## src/led_panel_pkg.sv

```systemverilog
package led_panel_pkg;

	// panel geometry, upper and lower halves share one row pair address
	localparam int MAX_COLUMNS = 64;
	localparam int MAX_ROWS = 32;
	localparam int COLOR_W = 4;

	localparam int AXI_ADDR_W = 32;
	localparam int AXI_DATA_W = 32;

	typedef logic [$clog2(MAX_COLUMNS)-1:0] col_t;
	typedef logic [$clog2(MAX_ROWS)-1:0] row_t;
	typedef logic [COLOR_W-1:0] color_t;

	// {half, row, col}, half 0 is the upper panel half
	typedef logic [$bits(row_t)+$bits(col_t):0] pixel_addr_t;

	typedef logic [AXI_ADDR_W-1:0] axi_addr_t;
	typedef logic [AXI_DATA_W-1:0] axi_data_t;
	typedef logic [1:0] axi_resp_t;

	localparam axi_resp_t RESP_OKAY = 2'b00;
	localparam axi_resp_t RESP_SLVERR = 2'b10;

endpackage

```

## src/axil_pixel_slave.sv

```systemverilog
`timescale 1ns/1ns

module axil_pixel_slave import led_panel_pkg::*; (
	input logic clk,
	input logic rst,

	// write address and write data
	input axi_addr_t awaddr,
	input logic awvalid,
	output logic awready,
	input axi_data_t wdata,
	input logic [AXI_DATA_W/8-1:0] wstrb,
	input logic wvalid,
	output logic wready,

	// write response
	output logic bvalid,
	output axi_resp_t bresp,
	input logic bready,

	// frame buffer write port
	output logic pix_we,
	output pixel_addr_t pix_waddr,
	output color_t pix_wdata
);

	// 4 bytes per pixel, both panel halves
	localparam axi_addr_t WINDOW_BYTES = axi_addr_t'(2 * MAX_ROWS * MAX_COLUMNS * 4);

	typedef enum logic {
		IDLE,
		RESP
	} slave_state_t;

	slave_state_t state;
	logic accept;
	logic in_window;

	// address and data taken together, only while no response is pending
	assign accept = (state == IDLE) && awvalid && wvalid;
	assign in_window = (awaddr < WINDOW_BYTES);

	assign awready = accept;
	assign wready = accept;
	assign bvalid = (state == RESP);

	assign pix_we = accept && in_window && wstrb[0]; // colour sits in byte lane 0
	assign pix_waddr = awaddr[$bits(pixel_addr_t)+1:2]; // byte address to pixel index
	assign pix_wdata = wdata[COLOR_W-1:0];

	always_ff @(posedge clk or posedge rst) begin
		if (rst) begin
			state <= IDLE;
			bresp <= RESP_OKAY;
		end else begin
			case (state)
				IDLE: begin
					if (accept) begin
						state <= RESP;
						bresp <= in_window ? RESP_OKAY : RESP_SLVERR;
					end
				end
				RESP: begin
					if (bready) begin
						state <= IDLE; // response taken
					end
				end
				default: begin
					state <= IDLE;
				end
			endcase
		end
	end

	// response held until the master takes it
	assert property (@(posedge clk) disable iff (rst)
		bvalid && !bready |=> bvalid && $stable(bresp))
		else $error("write response changed before bready");

endmodule

```

## config.mk

```make
export PLATFORM = sky130hd
export DESIGN_NAME = axil_pixel_slave
export DESIGN_NICKNAME = d
export VERILOG_FILES = /design/src/led_panel_pkg.sv /design/src/axil_pixel_slave.sv
export SDC_FILE = /design/constraint.sdc
export NUM_CORES = 1
export LEC_CHECK = 0
export BUFFER_PORTS_ARGS = -buffer_cell sky130_fd_sc_hd__buf_2
export CORE_MARGIN = 2
export CORE_UTILIZATION = 19
export CTS_BUF_LIST = sky130_fd_sc_hd__clkbuf_16
export DETAILED_ROUTE_END_ITERATION = 6
export PLACE_DENSITY_LB_ADDON = 0.12
export SYNTH_ARGS = -nofsm -noshare
export SYNTH_HDL_FRONTEND = slang
export SYNTH_SLANG_ARGS = --single-unit
```

## constraint.sdc

```tcl
create_clock -name clk -period 1.7 [get_ports clk]
set_clock_uncertainty 0.1 [all_clocks]
set_input_delay 0.085 -clock clk [delete_from_list [all_inputs] [get_ports clk]]
set_output_delay 0.085 -clock clk [all_outputs]
set_load 0.01 [all_outputs]
```

# --- Word-level counts from Yosys, hierarchy flattened ---
# Index checks and enable logic that the tools add are counted.
op_classes:
  add_sub_neg: 0
  mul: 0
  div_mod_pow: 0
  magnitude_cmp: 1
  n_eq_ne: 0
  n_shift: 0
  muxes: 4
  n_bitwise: 1
  n_reduce_logical: 5
ops:
  columns: ["op", "count"]
  rows:
  - ["$lt A32 B15 Y1 const B", 1]
  - ["$logic_and A1 B1 Y1", 4]
  - ["$mux W1", 2]
  - ["$mux W2", 1]
  - ["$pmux W1 S2", 1]
  - ["$reduce_and A2 Y1", 1]
  - ["$not A1 Y1", 1]
totals:
  register_bits: 3
  latchBits: 0
  mem_bits_rw: 0
  romBits: 0
  inputBits: 73
  output_inout_bits: 22
  memories: 0

# --- Depth between registers and ports, before layout ---
depth:
  word_depth: 5
  ltp_mapped: 4
  mapped_depth_nobuf: 3

# --- Worst setup path before layout ---
# OpenSTA, ideal clock, no wires.
synth_timing:
  path_kind: "register -> output"
  startpoint: "reg state, in the netlist bvalid"
  endpoint: "out pix_we"
  arrival_ps: 1002
  t_required_ps: 1515
  slack_ps: 513
  stages_incl_launch_ff: 5
  n_path_buf: 1
  path_cell_list: "dfrtp_1 > and3b_1 > buf_4 > nand4_1 > nor2_1"
synth_via:
  elab_chain_len: 5
synth_lines:
  columns: ["item", "line_no", "rtl"]
  rows:
  - ["start: declaration", "axil_pixel_slave.sv:35", "slave_state_t state;"]
  - ["start signal: assignment", "axil_pixel_slave.sv:53", "state <= IDLE;"]
  - ["start signal: assignment", "axil_pixel_slave.sv:59", "state <= RESP;"]
  - ["start signal: assignment", "axil_pixel_slave.sv:65", "state <= IDLE;"]
  - ["$not A1 Y1", null, null]
  - ["$logic_and A1 B1 Y1 (2 in a row)", "axil_pixel_slave.sv:40", "assign accept = (state == IDLE) && awvalid && wvalid;"]
  - ["named net awready", "axil_pixel_slave.sv:10", "output logic awready,"]
  - ["$logic_and A1 B1 Y1 (2 in a row)", "axil_pixel_slave.sv:47", "assign pix_we = accept && in_window && wstrb[0];"]
  - ["end: declaration", "axil_pixel_slave.sv:22", "output logic pix_we,"]
# The timed path passes the listed nets, and every way through them passes these cells.

# --- Worst setup path in the final report ---
layout_timing:
  startpoint: "reg state, in the netlist bvalid"
  endpoint: "out pix_we"
layout_via:
  elab_chain_len: 5
layout_lines:
  columns: ["item", "line_no"]
  rows:
  - ["$not A1 Y1", null]
  - ["$logic_and A1 B1 Y1 (2 in a row)", "axil_pixel_slave.sv:40"]
  - ["$logic_and A1 B1 Y1 (2 in a row)", "axil_pixel_slave.sv:47"]
# No other way between the ends.

==> reports/qor.csv <==
metric,value,unit
Total GRT Usage,9.15,%
Max Slew Vio Count,0,
grt ovf,0,
DR DRC count,0,
P_leak,0.212,nW
vias in the first global route,292,
unrepaired setup endpoints after global routing,no,
top-count cell post-synth,buf_4,
MaxCap Viol Count,0,
crit end category,primary output,
status,completed,
Period minus WS final,1460,ps
first-pass GRT wire length,1.26,mm
Core ar.,1510,µm²
dpl cells,61,
WP data required,1510,ps
final setup TNS,0,ps
largest cells by area after synthesis,"buf_4, dfrtp_1, nor4_2",
Clock power frac,77.1,%
leading area contributor after synthesis,buf_4,
Worst EP arrival,1270,ps
syn nets,109,
Die Span X,43.9,µm
met1 WL,206,µm
Netlist Area Pre-Place,303,µm²
NetSw,0.0000735,W
H-tree Lvls,1,
CTS sink cnt,2,
Fill cells,165,
WS Path Type,reg2out,
switching part of the total,16.2,%
syn avg cell area,8.41,µm²
routed length on met3,146,µm
area grow syn2layout,33.9,%
I/O pin total,95,
Comb pwr share,11.3,%
DR pass1 iterations,4,
n_diodes,0,
Int Pwr,0.000379,W
DR vias,273,
Final ANT Viol Nets,0,
Final #Nets,124,
Synth top area share,47.1,%
worst reg-to-reg setup slack,500,ps
routed length on met2,386,µm
Post-Route WL,792,µm
final setup fails,0,
Async SR Flop Fraction,100,%
deepest clock path buffer count,2,
Inserted Clock Buffers,3,
"EDFF count, synth",0,
period utilisation layout,85.9,%
register area share after synthesis,16.5,%
max frequency,0.685,GHz
Die Y,43.9,µm
Tot Pwr,0.000453,W
Hold Slack,38.6,ps
cell row count,14,
synth cell count leaders,"buf_4, nor4_2",
reg2reg end,bresp[1],
post-synthesis register bit count,2,
Layout Cells excl Fill,65,
share of layout cells above drive strength 1,71.4,%
Initial Utilization,20.1,%
root buf cell,clkbuf_16,
die area,1930,µm²
Min-Delay Startpoint,bready,
hold endpoint,bvalid,
Startpoint Class,flop,
clock latency on the worst-skew pair,220,ps
largest net degree at the start of global routing,7,
most frequently used flop master after synthesis,dfrtp_1,
drt initial violations,7,
Hold WC Path Type,in2reg,
GPL Wtd Cong,0.590,
WL/cell,12.2,µm
Netlist cell types,11,
uppermost routed layer,met4,
Reg2Reg Depth,3,
cells after synthesis,36,
peak supply drop,0.00103,V
PwrDens,1120,nW/µm²
port bufs,28,
Final Hold Vio Count,0,
vias per inst,4.20,
Crit Path Max Fanout,6,
CTS tree,yes,
Worst Hold Path Cells,3,
Syn. warnings,0,
Seq pwr share,11.6,%
"Reg clk slew, reported paths",30,ps
Worst R2R Start,bvalid,
initial antenna violation count,0,
-- kinds of logic (layout without fill, tap and decap cells) --
family,count (synthesis),after routing,share of synthesized area [%]
AOI/OAI and AO/OA,2,2,5.37
buffers and inverters,21,34,49.6
DFF,2,2,16.5
other,1,1,1.24
and+or+nand+nor,10,10,27.3
-- how the worst max path moves through the flow --
| stage | from | end | slack, ps | depth (start not counted) |
|---|---|---|---|---|
| finish | bvalid | pix_we | 240 | 4 |
| global route | bvalid | pix_we | 140 | 4 |
| CTS | bvalid | pix_we | 240 | 4 |
| detailed placement | bvalid | pix_we | 470 | 4 |
| global placement | bvalid | pix_we | 440 | 4 |
| floorplan | bvalid | pix_we | 510 | 4 |
-- cells in the final DEF (no fill, tap or decap), drive strengths merged --
| cell | count |
|---|---|
| buf | 28 |
| nor4 | 4 |
| clkbuf | 3 |
| nand3 | 2 |
| nor2 | 2 |
| inv | 2 |
| dfrtp | 2 |
| and3b | 1 |
| o22a | 1 |
| nand4 | 1 |
| a21o | 1 |
| conb | 1 |
| dlygate4sd3 | 1 |
-- through the flow --
stage | setup slack, ps | area, µm² | util, %
global route | 141 | 405 | 26.9
detailed placement | 470 | 320 | 21.3
finish | 240 | 405 | 26.9
CTS | 236 | 405 | 26.9
floorplan | 513 | 303 | -
global placement | 438 | 320 | 21.3
-- critical path: stages (launching register included) --
cell,delay [ps]
dfrtp_1,370
and3b_1,340
nand4_1,120
nor2_1,90
buf_2,130
-- routing by layer --
metal / vias up / global-route usage (%)
met5: - / 0
met4: 0 / 12.1
met3: 12 / 5.42
met2: 25 / 14.1
met1: 109 / 6.75
li1: 127 / -
-- power by group through the flow --
stage | combinational [W] | clock [W] | sequential, W
2_1_floorplan | 0.0000577 | 0 | 0.0000541
3_3_place_gp | 0.0000498 | 0 | 0.0000532
3_5_place_dp | 0.0000497 | 0 | 0.0000529
4_1_cts | 0.0000515 | 0.000356 | 0.0000524
5_1_grt | 0.0000574 | 0.000358 | 0.0000531
6_report | 0.0000511 | 0.000349 | 0.0000524
-- sequential cells by signal, indices dropped and copies added (netlist names) --
| name | cells |
|---|---|
| bvalid | 1 |
| bresp | 1 |
-- what timing repair did --
| item | in CTS | in global routing |
|---|---|---|
| hold buffers | 1 | 0 |
| hold endpoints to repair | 2 | 0 |
| buffers inserted | 0 | 0 |
| resized for setup | 0 | 0 |
-- final cells by class --
class / instances / area (µm²) / area share (%)
Sequential cell: 2 / 50.0 / 12.3
Tap cell: 16 / 20.0 / 4.94
Timing Repair Buffer: 29 / 150 / 37.0
Multi-Input combinational cell: 13 / 103 / 25.3
Inverter: 2 / 7.51 / 1.85
Clock buffer: 3 / 75.1 / 18.5
Power figures use the tool's default switching activity.
