## config.mk

```make
export PLATFORM = sky130hd
export DESIGN_NAME = scan_controller
export DESIGN_NICKNAME = d
export VERILOG_FILES = /design/src/led_panel_pkg.sv /design/src/scan_controller.sv
export SDC_FILE = /design/constraint.sdc
export NUM_CORES = 1
export LEC_CHECK = 0
export ABC_AREA = 0
export BUFFER_PORTS_ARGS = -buffer_cell sky130_fd_sc_hd__buf_2
export CORE_MARGIN = 2
export CORE_UTILIZATION = 52
export CTS_CLUSTER_DIAMETER = 150
export DETAILED_ROUTE_END_ITERATION = 7
export PLACE_DENSITY = 0.76
export RECOVER_POWER = 50
export SYNTH_ARGS = -nofsm -noshare
export SYNTH_HDL_FRONTEND = slang
export SYNTH_SLANG_ARGS = --single-unit
```

## constraint.sdc

```tcl
create_clock -name clk -period 2.3 [get_ports clk]
set_input_delay 0.69 -clock clk [delete_from_list [all_inputs] [get_ports clk]]
set_output_delay 0.69 -clock clk [all_outputs]
set_load 0.01 [all_outputs]
```

## src/led_panel_pkg.sv

```systemverilog
package led_panel_pkg;

	// panel geometry, upper and lower halves share one row pair address
	localparam int MAX_COLUMNS = 64;
	localparam int MAX_ROWS = 32;
	localparam int COLOR_W = 4;

	localparam int AXI_ADDR_W = 32;
	localparam int AXI_DATA_W = 32;

	typedef logic [$clog2(MAX_COLUMNS)-1:0] col_t;
	typedef logic [$clog2(MAX_ROWS)-1:0] row_t;
	typedef logic [COLOR_W-1:0] color_t;

	// {half, row, col}, half 0 is the upper panel half
	typedef logic [$bits(row_t)+$bits(col_t):0] pixel_addr_t;

	typedef logic [AXI_ADDR_W-1:0] axi_addr_t;
	typedef logic [AXI_DATA_W-1:0] axi_data_t;
	typedef logic [1:0] axi_resp_t;

	localparam axi_resp_t RESP_OKAY = 2'b00;
	localparam axi_resp_t RESP_SLVERR = 2'b10;

endpackage

```

## src/scan_controller.sv

```systemverilog
`timescale 1ns/1ns

module scan_controller import led_panel_pkg::*; #(
	parameter int COLUMNS = 64,
	parameter int ROWS = 32,
	parameter int WAIT_CYCLES = 3
) (
	input logic clk,
	input logic rst,
	output row_t row_addr,
	output col_t col_addr,
	output logic pix_rd,
	output logic display_clk,
	output logic latch,
	output logic display_oe
);

	localparam int WAIT_W = (WAIT_CYCLES > 1) ? $clog2(WAIT_CYCLES) : 1;

	typedef enum logic [2:0] {
		FETCH,
		SHIFT_HIGH,
		SHIFT_LOW,
		LATCH_HIGH,
		LATCH_LOW,
		BLANK_WAIT
	} scan_state_t;

	scan_state_t state;
	scan_state_t next_state;
	logic [WAIT_W-1:0] wait_cnt;
	logic last_col;
	logic last_row;
	logic wait_done;

	assign last_col = (col_addr == col_t'(COLUMNS - 1));
	assign last_row = (row_addr == row_t'(ROWS - 1));
	assign wait_done = (wait_cnt == WAIT_W'(WAIT_CYCLES - 1));

	// frame buffer output valid from SHIFT_HIGH on
	assign pix_rd = (state == FETCH);

	always_comb begin
		next_state = state;
		case (state)
			FETCH: next_state = SHIFT_HIGH;
			SHIFT_HIGH: next_state = SHIFT_LOW;
			SHIFT_LOW: next_state = last_col ? LATCH_HIGH : FETCH;
			LATCH_HIGH: next_state = LATCH_LOW;
			LATCH_LOW: next_state = BLANK_WAIT;
			BLANK_WAIT: next_state = wait_done ? FETCH : BLANK_WAIT;
			default: next_state = FETCH;
		endcase
	end

	// panel strobes registered from the next state, glitch free
	always_ff @(posedge clk or posedge rst) begin
		if (rst) begin
			state <= FETCH;
			wait_cnt <= '0;
			col_addr <= '0;
			row_addr <= '0;
			display_clk <= 1'b0;
			latch <= 1'b0;
			display_oe <= 1'b1; // dark
		end else begin
			state <= next_state;
			display_clk <= (next_state == SHIFT_LOW);
			latch <= (next_state == LATCH_HIGH) || (next_state == LATCH_LOW);
			display_oe <= (next_state != BLANK_WAIT);
			if (state == SHIFT_LOW) begin
				col_addr <= last_col ? '0 : col_addr + 1'b1;
			end
			if (state == LATCH_LOW) begin
				row_addr <= last_row ? '0 : row_addr + 1'b1;
			end
			if (state == BLANK_WAIT) begin
				wait_cnt <= wait_done ? '0 : wait_cnt + 1'b1;
			end
		end
	end

	assert property (@(posedge clk) disable iff (rst) !(latch && display_clk))
		else $error("latch overlaps display_clk");

	// never lit while the row drivers take new data
	assert property (@(posedge clk) disable iff (rst) latch |-> display_oe)
		else $error("panel lit during latch");

endmodule

```

### Word-level counts from Yosys, hierarchy flattened

Index checks and enable logic that the tools add are counted.

* flip-flop bits (word level): 19

* muxes and demuxes: 6
* reduce and logical (&&, ||, !) cells: 2
* equality and inequality tests: 12
* $add $sub $neg: 3

Operator list (count)
* $pmux 3 s6: 1
* $eq 3x2->1 const B: 4
* $eq 3x3->1 const B: 3
* $add 6x1->6 const B: 1
* $eq 6x6->1 const B: 1
* $mux 6: 1
* $add 5x1->5 const B: 1
* $eq 5x5->1 const B: 1
* $mux 5: 1
* $mux 2: 2
* $eq 3x1->1 const B: 1
* $logic_not 3->1: 1
* $mux 3: 1
* $ne 3x3->1 const B: 1
* $add 2x1->2 const B: 1
* $eq 2x2->1 const B: 1
* $logic_or 1x1->1: 1

### Depth between registers and ports, before layout

* word-level depth: 5
* mapped depth: 6
* mapped depth without buffers: 6

### Least setup slack after synthesis

Ideal clock, no wire load.

* kind: flip-flop to flip-flop
* from: reg row_addr[0]
* to: reg row_addr[2]
* stages on the path, launching flop included: 6
* buffers on the path: 0
* data required time: 2234 ps
* period minus slack after synthesis: 1676 ps
* setup time: 66 ps
* arrival time: 1610 ps
* slack: 624 ps
* cell sequence: dfrtp_1 > ha_1 > and3_1 > ha_1 > or4b_1 > nand2_1

* cells in the longest elaborated chain, start to end: 2
* elaborated cells on any way between the ends: 3
* classes of those cells: add/sub (1); eq/ne (1); mux (1)

RTL lines
* from (decl): line scan_controller.sv:10 `output row_t row_addr,`
* from (signal assigned): line scan_controller.sv:75 `row_addr <= last_row ? '0 : row_addr + 1'b1;`
* $add 5x1->5 or $eq 5x5->1 (tied branches): line scan_controller.sv:75, scan_controller.sv:37
* $mux 5 *: line scan_controller.sv:75

Mark *: on every way between the ends. The rest lies on a longest branch, timed or not.
A chain may end at the register's enable or synchronous reset.

### Worst setup path in the final report

* from: reg state[0]
* to: out pix_rd

* cells in the longest elaborated chain, start to end: 1

RTL lines
* from (decl): line scan_controller.sv:29 `scan_state_t state;`
* from (signal assigned): line scan_controller.sv:67 `state <= next_state;`
* $logic_not 3->1: line scan_controller.sv:41 `assign pix_rd = (state == FETCH);`
* to (decl): line scan_controller.sv:12 `output logic pix_rd,`

Every way passes these cells.

==> metrics.txt <==
routed wire length 1.45 mm; Die X 45.5 µm; TritonCTS Buffers 3; global-route usage over all layers 16.8%; period utilization 80.1%; final setup TNS 0 ps; Avg Vias per Cell 5.63; postcts setup bufs 0; post-route ant nets 0; wire length on met1 699 µm; PD cells 502 nW/µm²; relative max-transition margin 53.4%; Final nets 105; area share of xor/xnor cells in the synthesized design 1.95%; post-synthesis sequential area ratio 53.1%; Post-CTS Hold Buffers 0; measured slew at the worst slew-check pin 698 ps; DRT Pass-1 Iters 4; Die Y 45.5 µm; global placement routability congestion 0.822; Top Layer Used met4; Top Ports 17; setup ws final 458 ps; initial antenna violation count 0; total clock sinks 19; Core Region 1670 µm²; standard-cell rows 15; Hold WC Path Type in2async; peak supply drop 0.381 mV; first-pass GRT wire length 2.45 mm; fin cells 116; final setup fails 0; main combinational cell family by area after synthesis simple AND/OR/NAND/NOR gates; CTS clk-pin slew, worst paths 100 ps; Mean Syn Cell Area 11.1 µm²; vias 653; CTS tree built; area grow syn2layout 11.7%; most frequent cells in the layout dfrtp_1 (18), buf_2 (16), nand2_1 (11); # placed instances 112; Clock Tree Buf Depth 2; RSZ-0062 raised after global routing no; die area 2070 µm²; number of synthesized register bits 19; outcome finished clean; # diodes 0; layout cell share with drive strength beyond 1 24.2%; Met3 Routed Length 54 µm; adder-cell share of the synthesized area 4.18%; post-synthesis simple-gate area fraction 19.4%; Worst EP arrival 1150 ps; initial core utilization 53.7%; CP max FO 10; CTS Root Cell clkbuf_4; grt total ovfl 0; pre-CTS setup slack 588 ps; Compound-Gate Fraction of Synth Area 13.1%; worst-skew pair later-pin latency 290 ps; met2 routed WL 678 µm; Resize count post-CTS 0; Req. time, crit path 1610 ps; # port buffers 16; crit path launch state[0]; Leak 0.506 nW; max-slew violation count 0; post-DP HPWL 1.09 mm; vias in the first global route 584; cell count after synthesis 81; H-tree levels 1; warnings from Yosys 0; # DRC 0; worst r2r dst row_addr[2]; largest net degree at the start of global routing 20; CP endpoint kind output pin; worst hold slack 482 ps; Final Util 60.0%; depth of the worst register-to-register path 5; Crit Path Category reg2out; Hold Vio Cnt, Final 0; flop-to-flop setup slack 580 ps; synth unique cells 33; fmax 543 MHz; fin crit period 1840 ps; Setup crit start kind flip-flop; most common cell after layout, fill and taps aside dfrtp_1; Reg2Reg Launch Point row_addr[0]; mapped cell area 897 µm²; max capacitance violation total 0; Mapped Nets 86; wire per inst 12.5 µm; clock skew 6.39 ps; post-synthesis mux area share 4.88%; DRT iter0 DRCs 6; # fillers 132
Yosys cell counts:
library cell / n / area [µm²]
a22oi_1: 1 / 7.51
or4b_1: 1 / 10.0
nand2b_1: 1 / 6.26
o21ai_0: 5 / 25.0
a22o_1: 1 / 8.76
nand4_1: 1 / 6.26
nor2_1: 4 / 15.0
nor2b_1: 3 / 18.8
a21o_2: 1 / 8.76
nand3b_1: 1 / 7.51
buf_6: 2 / 22.5
a21oi_1: 1 / 5.00
o41ai_1: 2 / 17.5
a32oi_1: 1 / 8.76
nand2_1: 11 / 41.3
o22ai_1: 1 / 6.26
nand4bb_1: 1 / 11.3
nand3_1: 2 / 10.0
a21o_1: 1 / 7.51
xnor2_1: 2 / 17.5
ha_1: 3 / 37.5
mux2i_1: 1 / 10.0
or3b_1: 1 / 8.76
dfrtp_1: 18 / 450
nor3b_1: 2 / 15.0
mux2_2: 3 / 33.8
inv_1: 2 / 7.51
nor3_1: 2 / 10.0
o21a_1: 1 / 7.51
dfstp_2: 1 / 26.3
and2b_1: 1 / 7.51
o31ai_1: 2 / 15.0
and3_1: 1 / 6.26
per-layer routing:
layer  track usage [%]  vias up
met1              22.9      305
met2              23.9       15
met4              11.2        0
met5                 0        -
li1                  -      331
met3              3.57        2
area by class of cell:
type	count	area (µm²)	share of cell area (%)
clock buffer	4	26.3	2.62
inverter	2	7.51	0.749
multi-input combinational	58	390	39.0
sequential	19	477	47.6
tap	17	21.3	2.12
timing repair buffer	16	80.1	7.99
per-stage QoR:
stage,power (mW),instance area (µm²)
after floorplan,0.345,897
after global placement,0.348,976
after detailed placement,0.348,976
after CTS,0.511,1000
after global routing,0.524,1000
final,0.503,1000
how the worst max path moves through the flow:
| stage | to |
|---|---|
| 6_report | pix_rd |
| 3_5_place_dp | row_addr[2] |
| 3_3_place_gp | row_addr[2] |
| 2_1_floorplan | row_addr[2] |
| 4_1_cts | pix_rd |
| 5_1_grt | pix_rd |
kinds of logic (layout without fill, tap and decap cells):
logic type	Yosys count	after routing
AND/OR/NAND/NOR	32	32
multiplexers	4	4
XOR/XNOR	2	2
buffers and inverters	4	22
flip-flops	19	19
AO/OA/AOI/OAI	17	17
adder cells (fa/ha/maj)	3	3
flip-flops by register name, indices dropped and copies added, names as in the netlist:
name         flops
latch            1
col_addr         6
row_addr         5
wait_cnt         2
display_oe       1
state            3
display_clk      1
power breakdown:
part           internal [mW]  switching (mW)  total [mW]
clock network         0.0674          0.0954       0.163
registers              0.334               0       0.334
logic               0.000685         0.00611     0.00679
worst max-delay path: stages, from the launching register on:
cell     delay [ps]
dfrtp_1         490
nor3_1          220
buf_2           160
Note: power is estimated with default switching activity, not from simulation.
